[config.mk]
export PLATFORM = sky130hd
export DESIGN_NAME = pipeCtrlTop
export DESIGN_NICKNAME = d
export VERILOG_FILES = /design/src/source/pipePkg.sv /design/src/source/HazardUnit.sv /design/src/source/mcycleFsm.sv /design/src/source/mcycleCounter.sv /design/src/source/mcycleDatapath.sv /design/src/source/pipeCtrlTop.sv
export VERILOG_INCLUDE_DIRS = /design/src /design/src/source
export SDC_FILE = /design/constraint.sdc
export NUM_CORES = 1
export LEC_CHECK = 0
export ABC_AREA = 1
export BUFFER_PORTS_ARGS = -buffer_cell sky130_fd_sc_hd__clkbuf_2
export CORE_ASPECT_RATIO = 2
export CORE_MARGIN = 1.5
export CORE_UTILIZATION = 53
export DETAILED_ROUTE_END_ITERATION = 12
export PLACE_DENSITY = 0.82
export SYNTH_ARGS = -nofsm -noshare
export SYNTH_HDL_FRONTEND = slang
export SYNTH_SLANG_ARGS = --single-unit
[constraint.sdc]
create_clock -name CLK -period 3.4 [get_ports CLK]
set_clock_uncertainty 0.15 [all_clocks]
set_input_delay 0.68 -clock CLK [delete_from_list [all_inputs] [get_ports CLK]]
set_output_delay 0.68 -clock CLK [all_outputs]
set_load 0.05 [all_outputs]
[src/source/pipe_defines.svh]
`ifndef PIPE_DEFINES_SVH
`define PIPE_DEFINES_SVH

// Register address width of the core
`define REG_ADDR_W 4

// Operand and result width of the multi-cycle unit
`define MCYCLE_W 32

// Iteration counter width, log2 of the operand width
`define MCYCLE_CNT_W 5

`endif

[src/source/pipePkg.sv]
package pipePkg;

    ////////////////////////////////////////////////////////////
    // Multi-cycle unit types
    ////////////////////////////////////////////////////////////

    // Sequencer states
    typedef enum logic [1:0] {
        Idle,
        Compute,
        Done
    } mcycleStateT;

    // Operation select, latched at start
    typedef enum logic {
        Mul,
        Divu
    } mcycleOpT;

endpackage

[src/source/HazardUnit.sv]
`timescale 1ns/1ns

`include "pipe_defines.svh"

module HazardUnit (
    input  logic [`REG_ADDR_W-1:0] ra1D,
    input  logic [`REG_ADDR_W-1:0] ra2D,
    input  logic [`REG_ADDR_W-1:0] wa3D,
    input  logic [`REG_ADDR_W-1:0] ra1E,
    input  logic [`REG_ADDR_W-1:0] ra2E,
    input  logic [`REG_ADDR_W-1:0] wa3E,
    input  logic [`REG_ADDR_W-1:0] ra2M,
    input  logic [`REG_ADDR_W-1:0] wa3M,
    input  logic [`REG_ADDR_W-1:0] wa3W,
    input  logic                   regWriteE,
    input  logic                   regWriteM,
    input  logic                   regWriteW,
    input  logic                   memWriteM,
    input  logic                   memtoRegE,
    input  logic                   memtoRegW,
    input  logic                   pcSrcE,
    input  logic [`REG_ADDR_W-1:0] mcycleWa3,
    input  logic                   mcycleDone,
    input  logic                   mcycleBusy,
    input  logic                   mStart,
    input  logic                   mS,
    input  logic                   cacheHit,
    input  logic                   rw,
    input  logic                   memReadReady,
    output logic [1:0]             forwardAE,
    output logic [1:0]             forwardBE,
    output logic                   forwardM,
    output logic                   stallF,
    output logic                   stallD,
    output logic                   stallE,
    output logic                   stallM,
    output logic                   flushD,
    output logic                   flushE,
    output logic                   mcycleHazard
);

    ////////////////////////////////////////////////////////////
    // Operand forwarding
    ////////////////////////////////////////////////////////////

    logic match1EM;
    logic match2EM;
    logic match1EW;
    logic match2EW;

    assign match1EM = (ra1E == wa3M) && regWriteM;
    assign match2EM = (ra2E == wa3M) && regWriteM;
    assign match1EW = (ra1E == wa3W) && regWriteW;
    assign match2EW = (ra2E == wa3W) && regWriteW;

    // Memory result is younger, so it wins over Writeback
    always_comb begin
        forwardAE = 2'b00;
        if (match1EM) begin
            forwardAE = 2'b10;
        end else if (match1EW) begin
            forwardAE = 2'b01;
        end

        forwardBE = 2'b00;
        if (match2EM) begin
            forwardBE = 2'b10;
        end else if (match2EW) begin
            forwardBE = 2'b01;
        end
    end

    // Store data loaded by the instruction just ahead
    assign forwardM = (ra2M == wa3W) && memWriteM && memtoRegW && regWriteW;

    ////////////////////////////////////////////////////////////
    // Stall and flush
    ////////////////////////////////////////////////////////////

    logic loadStall;
    logic memStall;
    logic mcycleConflict;
    logic frontStall;

    assign loadStall = ((ra1D == wa3E) || (ra2D == wa3E)) && memtoRegE && regWriteE;

    // Read miss while memory still fetching the line (rw low is a read)
    assign memStall = !cacheHit && !rw && !memReadReady;

    // Decode touches the register the multi-cycle unit will write
    assign mcycleConflict = (ra1D == mcycleWa3) || (ra2D == mcycleWa3) ||
                            (wa3D == mcycleWa3) || (mStart && (wa3D == wa3E));

    assign frontStall = loadStall || mcycleDone || (mcycleConflict && mcycleBusy) || memStall;

    assign stallF = frontStall;
    assign stallD = frontStall;
    assign stallE = memStall;
    assign stallM = memStall;
    assign flushD = pcSrcE;
    assign flushE = loadStall || pcSrcE;

    assign mcycleHazard = mcycleConflict || (mcycleBusy && mS);

    // Execute is not both held and bubbled by a cache miss, except on a taken branch
    always_comb begin
        assert final (!(flushE && stallE && memStall) || pcSrcE)
            else $error("HazardUnit: flushE and stallE together during memory stall");
    end

endmodule

[src/source/mcycleFsm.sv]
`timescale 1ns/1ns

`include "pipe_defines.svh"

module mcycleFsm (
    input  logic                   CLK,
    input  logic                   rstN,
    input  logic                   mStart,
    input  logic [`REG_ADDR_W-1:0] wa3E,
    input  pipePkg::mcycleOpT      mcycleOp,
    input  logic                   lastStep,
    output logic                   load,
    output logic                   step,
    output logic                   cntClear,
    output pipePkg::mcycleOpT      opLatched,
    output logic                   mcycleBusy,
    output logic                   mcycleDone,
    output logic [`REG_ADDR_W-1:0] mcycleWa3
);

    import pipePkg::*;

    mcycleStateT state;
    mcycleStateT stateNext;
    logic        accept;

    // Only a fresh start in Idle is taken, never during the done pulse
    assign accept = (state == Idle) && mStart && !mcycleDone;

    always_comb begin
        stateNext = state;
        case (state)
            Idle:    if (accept) stateNext = Compute;
            Compute: if (lastStep) stateNext = Done;
            Done:    stateNext = Idle;
            default: stateNext = Idle;
        endcase
    end

    assign load       = accept;
    assign cntClear   = accept;
    assign step       = (state == Compute);
    assign mcycleBusy = (state != Idle);

    always_ff @(posedge CLK) begin
        if (!rstN) begin
            state     <= Idle;
            mcycleDone <= 1'b0;
            opLatched <= Mul;
            mcycleWa3 <= '0;
        end else begin
            state <= stateNext;
            // Pulse as the unit drops back to Idle
            mcycleDone <= (state == Done);
            if (accept) begin
                opLatched <= mcycleOp;
                mcycleWa3 <= wa3E;
            end
        end
    end

    ////////////////////////////////////////////////////////////
    // Checks
    ////////////////////////////////////////////////////////////

    doneOnePulse: assert property (@(posedge CLK) disable iff (!rstN)
        mcycleDone |=> !mcycleDone)
        else $error("mcycleFsm: done held longer than one cycle");

    busyDoneExclusive: assert property (@(posedge CLK) disable iff (!rstN)
        !(mcycleBusy && mcycleDone))
        else $error("mcycleFsm: busy and done both high");

endmodule

[src/source/mcycleCounter.sv]
`timescale 1ns/1ns

`include "pipe_defines.svh"

module mcycleCounter (
    input  logic CLK,
    input  logic rstN,
    input  logic cntClear,
    input  logic step,
    output logic lastStep
);

    logic [`MCYCLE_CNT_W-1:0] count;

    always_ff @(posedge CLK) begin
        if (!rstN) begin
            count <= '0;
        end else if (cntClear) begin
            count <= '0;
        end else if (step) begin
            count <= count + 1'b1;
        end
    end

    // Count of steps already done, so all ones marks the final iteration
    assign lastStep = step && (count == {`MCYCLE_CNT_W{1'b1}});

endmodule

[src/source/mcycleDatapath.sv]
`timescale 1ns/1ns

`include "pipe_defines.svh"

module mcycleDatapath (
    input  logic                 CLK,
    input  logic                 rstN,
    input  logic                 load,
    input  logic                 step,
    input  pipePkg::mcycleOpT    opLatched,
    input  logic [`MCYCLE_W-1:0] operand1,
    input  logic [`MCYCLE_W-1:0] operand2,
    output logic [`MCYCLE_W-1:0] mcycleResult
);

    import pipePkg::*;

    // Product accumulator for multiply, remainder for divide
    logic [`MCYCLE_W-1:0] partial;
    // Operand 2, multiplicand shifting left or the fixed divisor
    logic [`MCYCLE_W-1:0] opA;
    // Operand 1, multiplier shifting right or dividend turning into quotient
    logic [`MCYCLE_W-1:0] opB;

    logic [`MCYCLE_W:0]   remShift;
    logic [`MCYCLE_W+1:0] trial;
    logic                 trialOk;

    ////////////////////////////////////////////////////////////
    // Restoring divide trial subtraction
    ////////////////////////////////////////////////////////////

    always_comb begin
        remShift = {partial, opB[`MCYCLE_W-1]};
        trial    = {1'b0, remShift} - {2'b00, opA};
        // No borrow means the divisor fits, zero divisor always fits
        trialOk  = !trial[`MCYCLE_W+1];
    end

    ////////////////////////////////////////////////////////////
    // Iteration registers
    ////////////////////////////////////////////////////////////

    // Same operand roles for both operations, opLatched only settles at the load edge
    always_ff @(posedge CLK) begin
        if (load) begin
            opA <= operand2;
        end else if (step && (opLatched == Mul)) begin
            opA <= opA << 1;
        end
    end

    always_ff @(posedge CLK) begin
        if (!rstN) begin
            partial <= '0;
            opB     <= '0;
        end else if (load) begin
            partial <= '0;
            opB     <= operand1;
        end else if (step) begin
            if (opLatched == Mul) begin
                if (opB[0]) begin
                    partial <= partial + opA;
                end
                opB <= opB >> 1;
            end else begin
                if (trialOk) begin
                    partial <= trial[`MCYCLE_W-1:0];
                end else begin
                    partial <= remShift[`MCYCLE_W-1:0];
                end
                opB <= {opB[`MCYCLE_W-2:0], trialOk};
            end
        end
    end

    // Low product word or quotient
    assign mcycleResult = (opLatched == Mul) ? partial : opB;

endmodule

[src/source/pipeCtrlTop.sv]
`timescale 1ns/1ns

`include "pipe_defines.svh"

module pipeCtrlTop (
    input  logic                   CLK,
    input  logic                   rstN,
    input  logic [`REG_ADDR_W-1:0] ra1D,
    input  logic [`REG_ADDR_W-1:0] ra2D,
    input  logic [`REG_ADDR_W-1:0] wa3D,
    input  logic [`REG_ADDR_W-1:0] ra1E,
    input  logic [`REG_ADDR_W-1:0] ra2E,
    input  logic [`REG_ADDR_W-1:0] wa3E,
    input  logic [`REG_ADDR_W-1:0] ra2M,
    input  logic [`REG_ADDR_W-1:0] wa3M,
    input  logic [`REG_ADDR_W-1:0] wa3W,
    input  logic                   regWriteE,
    input  logic                   regWriteM,
    input  logic                   regWriteW,
    input  logic                   memWriteM,
    input  logic                   memtoRegE,
    input  logic                   memtoRegW,
    input  logic                   pcSrcE,
    input  logic                   mS,
    input  logic                   mStart,
    input  pipePkg::mcycleOpT      mcycleOp,
    input  logic [`MCYCLE_W-1:0]   operand1,
    input  logic [`MCYCLE_W-1:0]   operand2,
    input  logic                   cacheHit,
    input  logic                   rw,
    input  logic                   memReadReady,
    output logic [1:0]             forwardAE,
    output logic [1:0]             forwardBE,
    output logic                   forwardM,
    output logic                   stallF,
    output logic                   stallD,
    output logic                   stallE,
    output logic                   stallM,
    output logic                   flushD,
    output logic                   flushE,
    output logic                   mcycleHazard,
    output logic                   mcycleBusy,
    output logic                   mcycleDone,
    output logic [`MCYCLE_W-1:0]   mcycleResult
);

    logic                   load;
    logic                   step;
    logic                   cntClear;
    logic                   lastStep;
    pipePkg::mcycleOpT      opLatched;
    logic [`REG_ADDR_W-1:0] mcycleWa3;

    ////////////////////////////////////////////////////////////
    // Hazard detection
    ////////////////////////////////////////////////////////////

    HazardUnit i_hazard (
        .ra1D(ra1D), .ra2D(ra2D), .wa3D(wa3D),
        .ra1E(ra1E), .ra2E(ra2E), .wa3E(wa3E),
        .ra2M(ra2M), .wa3M(wa3M), .wa3W(wa3W),
        .regWriteE(regWriteE), .regWriteM(regWriteM), .regWriteW(regWriteW),
        .memWriteM(memWriteM), .memtoRegE(memtoRegE), .memtoRegW(memtoRegW),
        .pcSrcE(pcSrcE), .mcycleWa3(mcycleWa3),
        .mcycleDone(mcycleDone), .mcycleBusy(mcycleBusy),
        .mStart(mStart), .mS(mS),
        .cacheHit(cacheHit), .rw(rw), .memReadReady(memReadReady),
        .forwardAE(forwardAE), .forwardBE(forwardBE), .forwardM(forwardM),
        .stallF(stallF), .stallD(stallD), .stallE(stallE), .stallM(stallM),
        .flushD(flushD), .flushE(flushE), .mcycleHazard(mcycleHazard)
    );

    ////////////////////////////////////////////////////////////
    // Multi-cycle unit
    ////////////////////////////////////////////////////////////

    mcycleFsm i_fsm (
        .CLK(CLK), .rstN(rstN), .mStart(mStart), .wa3E(wa3E),
        .mcycleOp(mcycleOp), .lastStep(lastStep),
        .load(load), .step(step), .cntClear(cntClear), .opLatched(opLatched),
        .mcycleBusy(mcycleBusy), .mcycleDone(mcycleDone), .mcycleWa3(mcycleWa3)
    );

    mcycleCounter i_counter (
        .CLK(CLK), .rstN(rstN), .cntClear(cntClear), .step(step),
        .lastStep(lastStep)
    );

    mcycleDatapath i_datapath (
        .CLK(CLK), .rstN(rstN), .load(load), .step(step), .opLatched(opLatched),
        .operand1(operand1), .operand2(operand2), .mcycleResult(mcycleResult)
    );

    // A multi-cycle instruction in Decode must wait while the unit is occupied
    busyBlocksNext: assert property (@(posedge CLK) disable iff (!rstN)
        (mcycleBusy && mS) |-> mcycleHazard)
        else $error("pipeCtrlTop: mS while busy without mcycleHazard");

endmodule

==> impl_metrics.py <==
metrics = {
    "floorplan": {
        "dieArea_um2": 20500,
        "rows": 72,
        "io-pin-count": 161,
        "start_util": 0.540,
        "core_area_um2": 19300,
        "die_w_um": 102,
        "die_h_um": 201,
    },
    "grt": {
        "globalRouteTotalUtil": 0.400,
        "globalRouteOverflowTotal": 0,
        "grt_antenna_before_repair": 0,
        "grt_pass1_vias": 12300,
        "grt_max_degree": 70,
        "grt_pass1_wl_mm": 61.6,
    },
    "detailed_routing": {
        "num_vias": 12300,
        "wl_per_cell_um": 19.1,
        "drtIter0Drc": 929,
        "dr.pass1.iters": 6,
        "wl_mm": 40.4,
        "wl_met2_mm": 19.7,
        "drtAntennaViolNets": 0,
        "drc": 0,
        "highest_layer": "met4",
        "wirelength_met1_mm": 13.3,
        "met3WireLength_mm": 2.89,
        "avgViaCountPerCell": 5.80,
    },
    "yosys": {
        "ys_warn_count": 0,
        "ys_seq_elements": 109,
        "synth_edf_count": 32,
        "ys_seq_area_frac": 0.240,
        "synthDistinctLibCells": 51,
        "synth_area_leaders": "nand2_1 19%, dfxtp_1 15%, edfxtp_1 9.2%",
        "async_reset_ff_frac": 0,
        "synthFlopType": "dfxtp_1",
        "netlist_area_um2": 10400,
        "synth_top_area_frac": 0.191,
        "syn_avg_cell_area_um2": 6.07,
        "yosysTopAreaCell": "nand2_1",
        "syn-num-nets": 1897,
        "synth_cells": 1715,
    },
    "place": {
        "postPlaceCellArea_um2": 11500,
        "gp_congestion": 1.09,
        "io_buffers": 160,
        "dp.cells": 2101,
        "dpl.hpwl_mm": 31.6,
    },
    "final_layout": {
        "stdcell_count": 2117,
        "stdcell_area_um2": 11800,
        "final_common_cell": "nand2_1",
        "drive_gt1_frac": 0.124,
        "antenna_cells": 0,
        "utilization": 0.610,
        "area_delta_synth_final_pct": 13.1,
        "nets": 2035,
        "layout_common_cells": "530 x nand2_1, 239 x inv_1, 169 x nor2_1, 160 x clkbuf_2, 126 x a21oi_1",
    },
    "critical_path": {
        "cp_data_arrival_time_ns": 3.26,
        "slowest_stage": "nor2_1",
        "path_buf_inv": 1,
        "end_kind": "flop",
        "worst_path_dominant_cell_family": "simple AND/OR/NAND/NOR gates",
        "worstSetupStartpointType": "flop",
        "reg2reg_setup_slack_ns": 0.27,
        "required_ns": 3.53,
        "cp_max_fo": 5,
        "path_cells": "ha_1, nand2_1, nor2_1, nand2_1, nor3_1, nand2_1, nand2_1, nand2_1, nand3_1, nand3_1, nand2_1, inv_1",
        "reg2reg_from": "i_datapath.opA[20]$_DFFE_PP_",
        "criticalPathCategory": "reg2reg",
        "crit_top_cell": "nand2_1",
        "crit_path_max_incr_delay_ns": 0.62,
        "reg2reg_depth": 12,
        "reg2reg_to": "i_datapath.partial[28]$_SDFFE_PP0P_",
    },
    "power_and_ir_drop": {
        "swShare": 0.402,
        "pwr-share-comb": 0.364,
        "p_int_mw": 2.48,
        "p_clk_frac": 0.265,
        "ir_drop_uv": 428,
        "power_switching_mw": 1.67,
        "p_leak_nw": 6.07,
        "seqPwrFrac": 0.372,
        "p_per_area_nw_per_um2": 353,
    },
    "timing": {
        "fin_crit_sh": 0.919,
        "worst_slew_margin_rel": 0.151,
        "setup_viol": 0,
        "rsz0062_at_grt": "false",
        "drv_slew": 0,
        "finalSetupTns_ns": 0,
        "fmax_mhz": 320,
        "finalHoldViolCount": 0,
        "holdWs_ns": 0.314,
        "tightest_slew_ns": 1.27,
        "min_period_ns": 3.13,
    },
    "cts": {
        "cts_tree": "done",
        "clock_sink_count": 109,
        "path_clk_slew_ns": 0.08,
        "cts.htree.levels": 3,
        "ctsHoldBuffers": 0,
        "numCtsBuffers": 9,
        "cts_setup_buffers": 0,
        "ctsResizeCount": 0,
        "cts_buffer_depth": 2,
        "clock_latency_ns": 0.38,
        "cts-root-buf": "clkbuf_16",
    },
    "job": {
        "drv_cap": 0,
    },
    "hold_path": {
        "min_from": "i_fsm.state[0]$_SDFFE_PN0P_",
        "min_path_cells": 1,
        "min_to": "i_fsm.mcycleDone$_SDFF_PN0_",
        "hp-class": "reg2reg",
    },
    "status": {
        "status": "completed",
    },
}
## state kept, by name (all words and copies together), names as in the netlist
| signal | count |
|---|---|
| i_fsm.state | 2 |
| i_datapath.opA | 32 |
| i_datapath.opB | 32 |
| i_counter.count | 5 |
| i_fsm.opLatched | 1 |
| i_datapath.partial | 32 |
| i_fsm.mcycleDone | 1 |
| i_fsm.mcycleWa3 | 4 |
## final cells by class
cell class / count / area, µm²
clock buffers: 10 / 250
clock inverters: 6 / 51.3
fillers: 1997 / 7510
inverters: 248 / 931
multi-input cells: 1304 / 6750
flip-flops and latches: 109 / 2500
well taps: 259 / 324
repair buffers: 181 / 958
## cell families after synthesis
kind of cell,count (synthesis),synth area share
xor gates and xnor gates,51,0.0429
AOI/OAI and AO/OA,335,0.182
buffers and inverters,302,0.113
and+or+nand+nor,851,0.339
DFF,109,0.240
adders and majority gates,67,0.0820
## power groups by stage
stage	clock (mW)	combinational, mW	sequential (mW)
floorplan	0	1.03	1.54
global placement	0	1.45	1.57
detailed placement	0	1.46	1.57
CTS	1.10	1.47	1.54
global route	1.14	1.64	1.56
finish	1.10	1.51	1.54
## synth_stat cells (2+ instances only)
cell type  instances
a21o_1             3
nand3b_1           8
o211ai_1           5
a21boi_0           8
o21ai_1           21
nor2_1           170
buf_2              7
fa_1               2
a221oi_1          26
nand2_4            2
nor3_1            17
a2111oi_0          2
ha_1              65
nor4_1             3
nand4_1           39
clkinv_1           2
clkbuf_1          31
nand3_1           66
nand3_2            2
buf_4              6
xor2_1            21
buf_1              8
dfxtp_1           77
nand2_2            5
nand2_1          530
xnor2_1           30
o21bai_1           7
buf_6              2
inv_1            239
a21oi_2            3
inv_2              7
o22ai_1            6
a21oi_1          126
a31oi_1            6
edfxtp_1          32
or2_2              2
o21ai_0          115
## worst max path at each step
stage | depth (start not counted) | start | to | slack (ns)
finish | 12 | i_datapath.opA[20]$_DFFE_PP_ | i_datapath.partial[28]$_SDFFE_PP0P_ | 0.27
detailed placement | 17 | i_datapath.opB[31]$_SDFFE_PN0P_ | i_datapath.partial[30]$_SDFFE_PP0P_ | 0.51
global placement | 17 | i_datapath.opB[31]$_SDFFE_PN0P_ | i_datapath.partial[30]$_SDFFE_PP0P_ | 0.51
floorplan | 5 | ra1E[0] | forwardAE[0] | 0.01
global route | 17 | i_datapath.opB[31]$_SDFFE_PN0P_ | i_datapath.partial[30]$_SDFFE_PP0P_ | 0.19
CTS | 4 | i_fsm.opLatched$_SDFFE_PN0P_ | mcycleResult[2] | 0.48
## layer usage
layer  GRT usage  vias to the layer above
met5           0                        -
met4       0.390                        0
met3      0.0799                      266
met2       0.674                      616
met1       0.385                     5525
li1            -                     5865
## stage by stage
stage | setup WS [ns] | total power, mW
floorplan | 0.0143 | 2.57
global placement | 0.510 | 3.01
detailed placement | 0.506 | 3.03
CTS | 0.482 | 4.11
global route | 0.191 | 4.34
finish | 0.274 | 4.16
## worst register-to-register path, stage by stage, from the launching register on
cell and delay, ns:
edfxtp_1 0.43, ha_1 0.42, nand2_1 0.12, nor2_1 0.62, nand2_1 0.31, nor3_1 0.21
nand2_1 0.28, nand2_1 0.16, nand2_1 0.05, nand3_1 0.09, nand3_1 0.08, nand2_1 0.06
inv_1 0.04
Power figures use the tool's default switching activity.
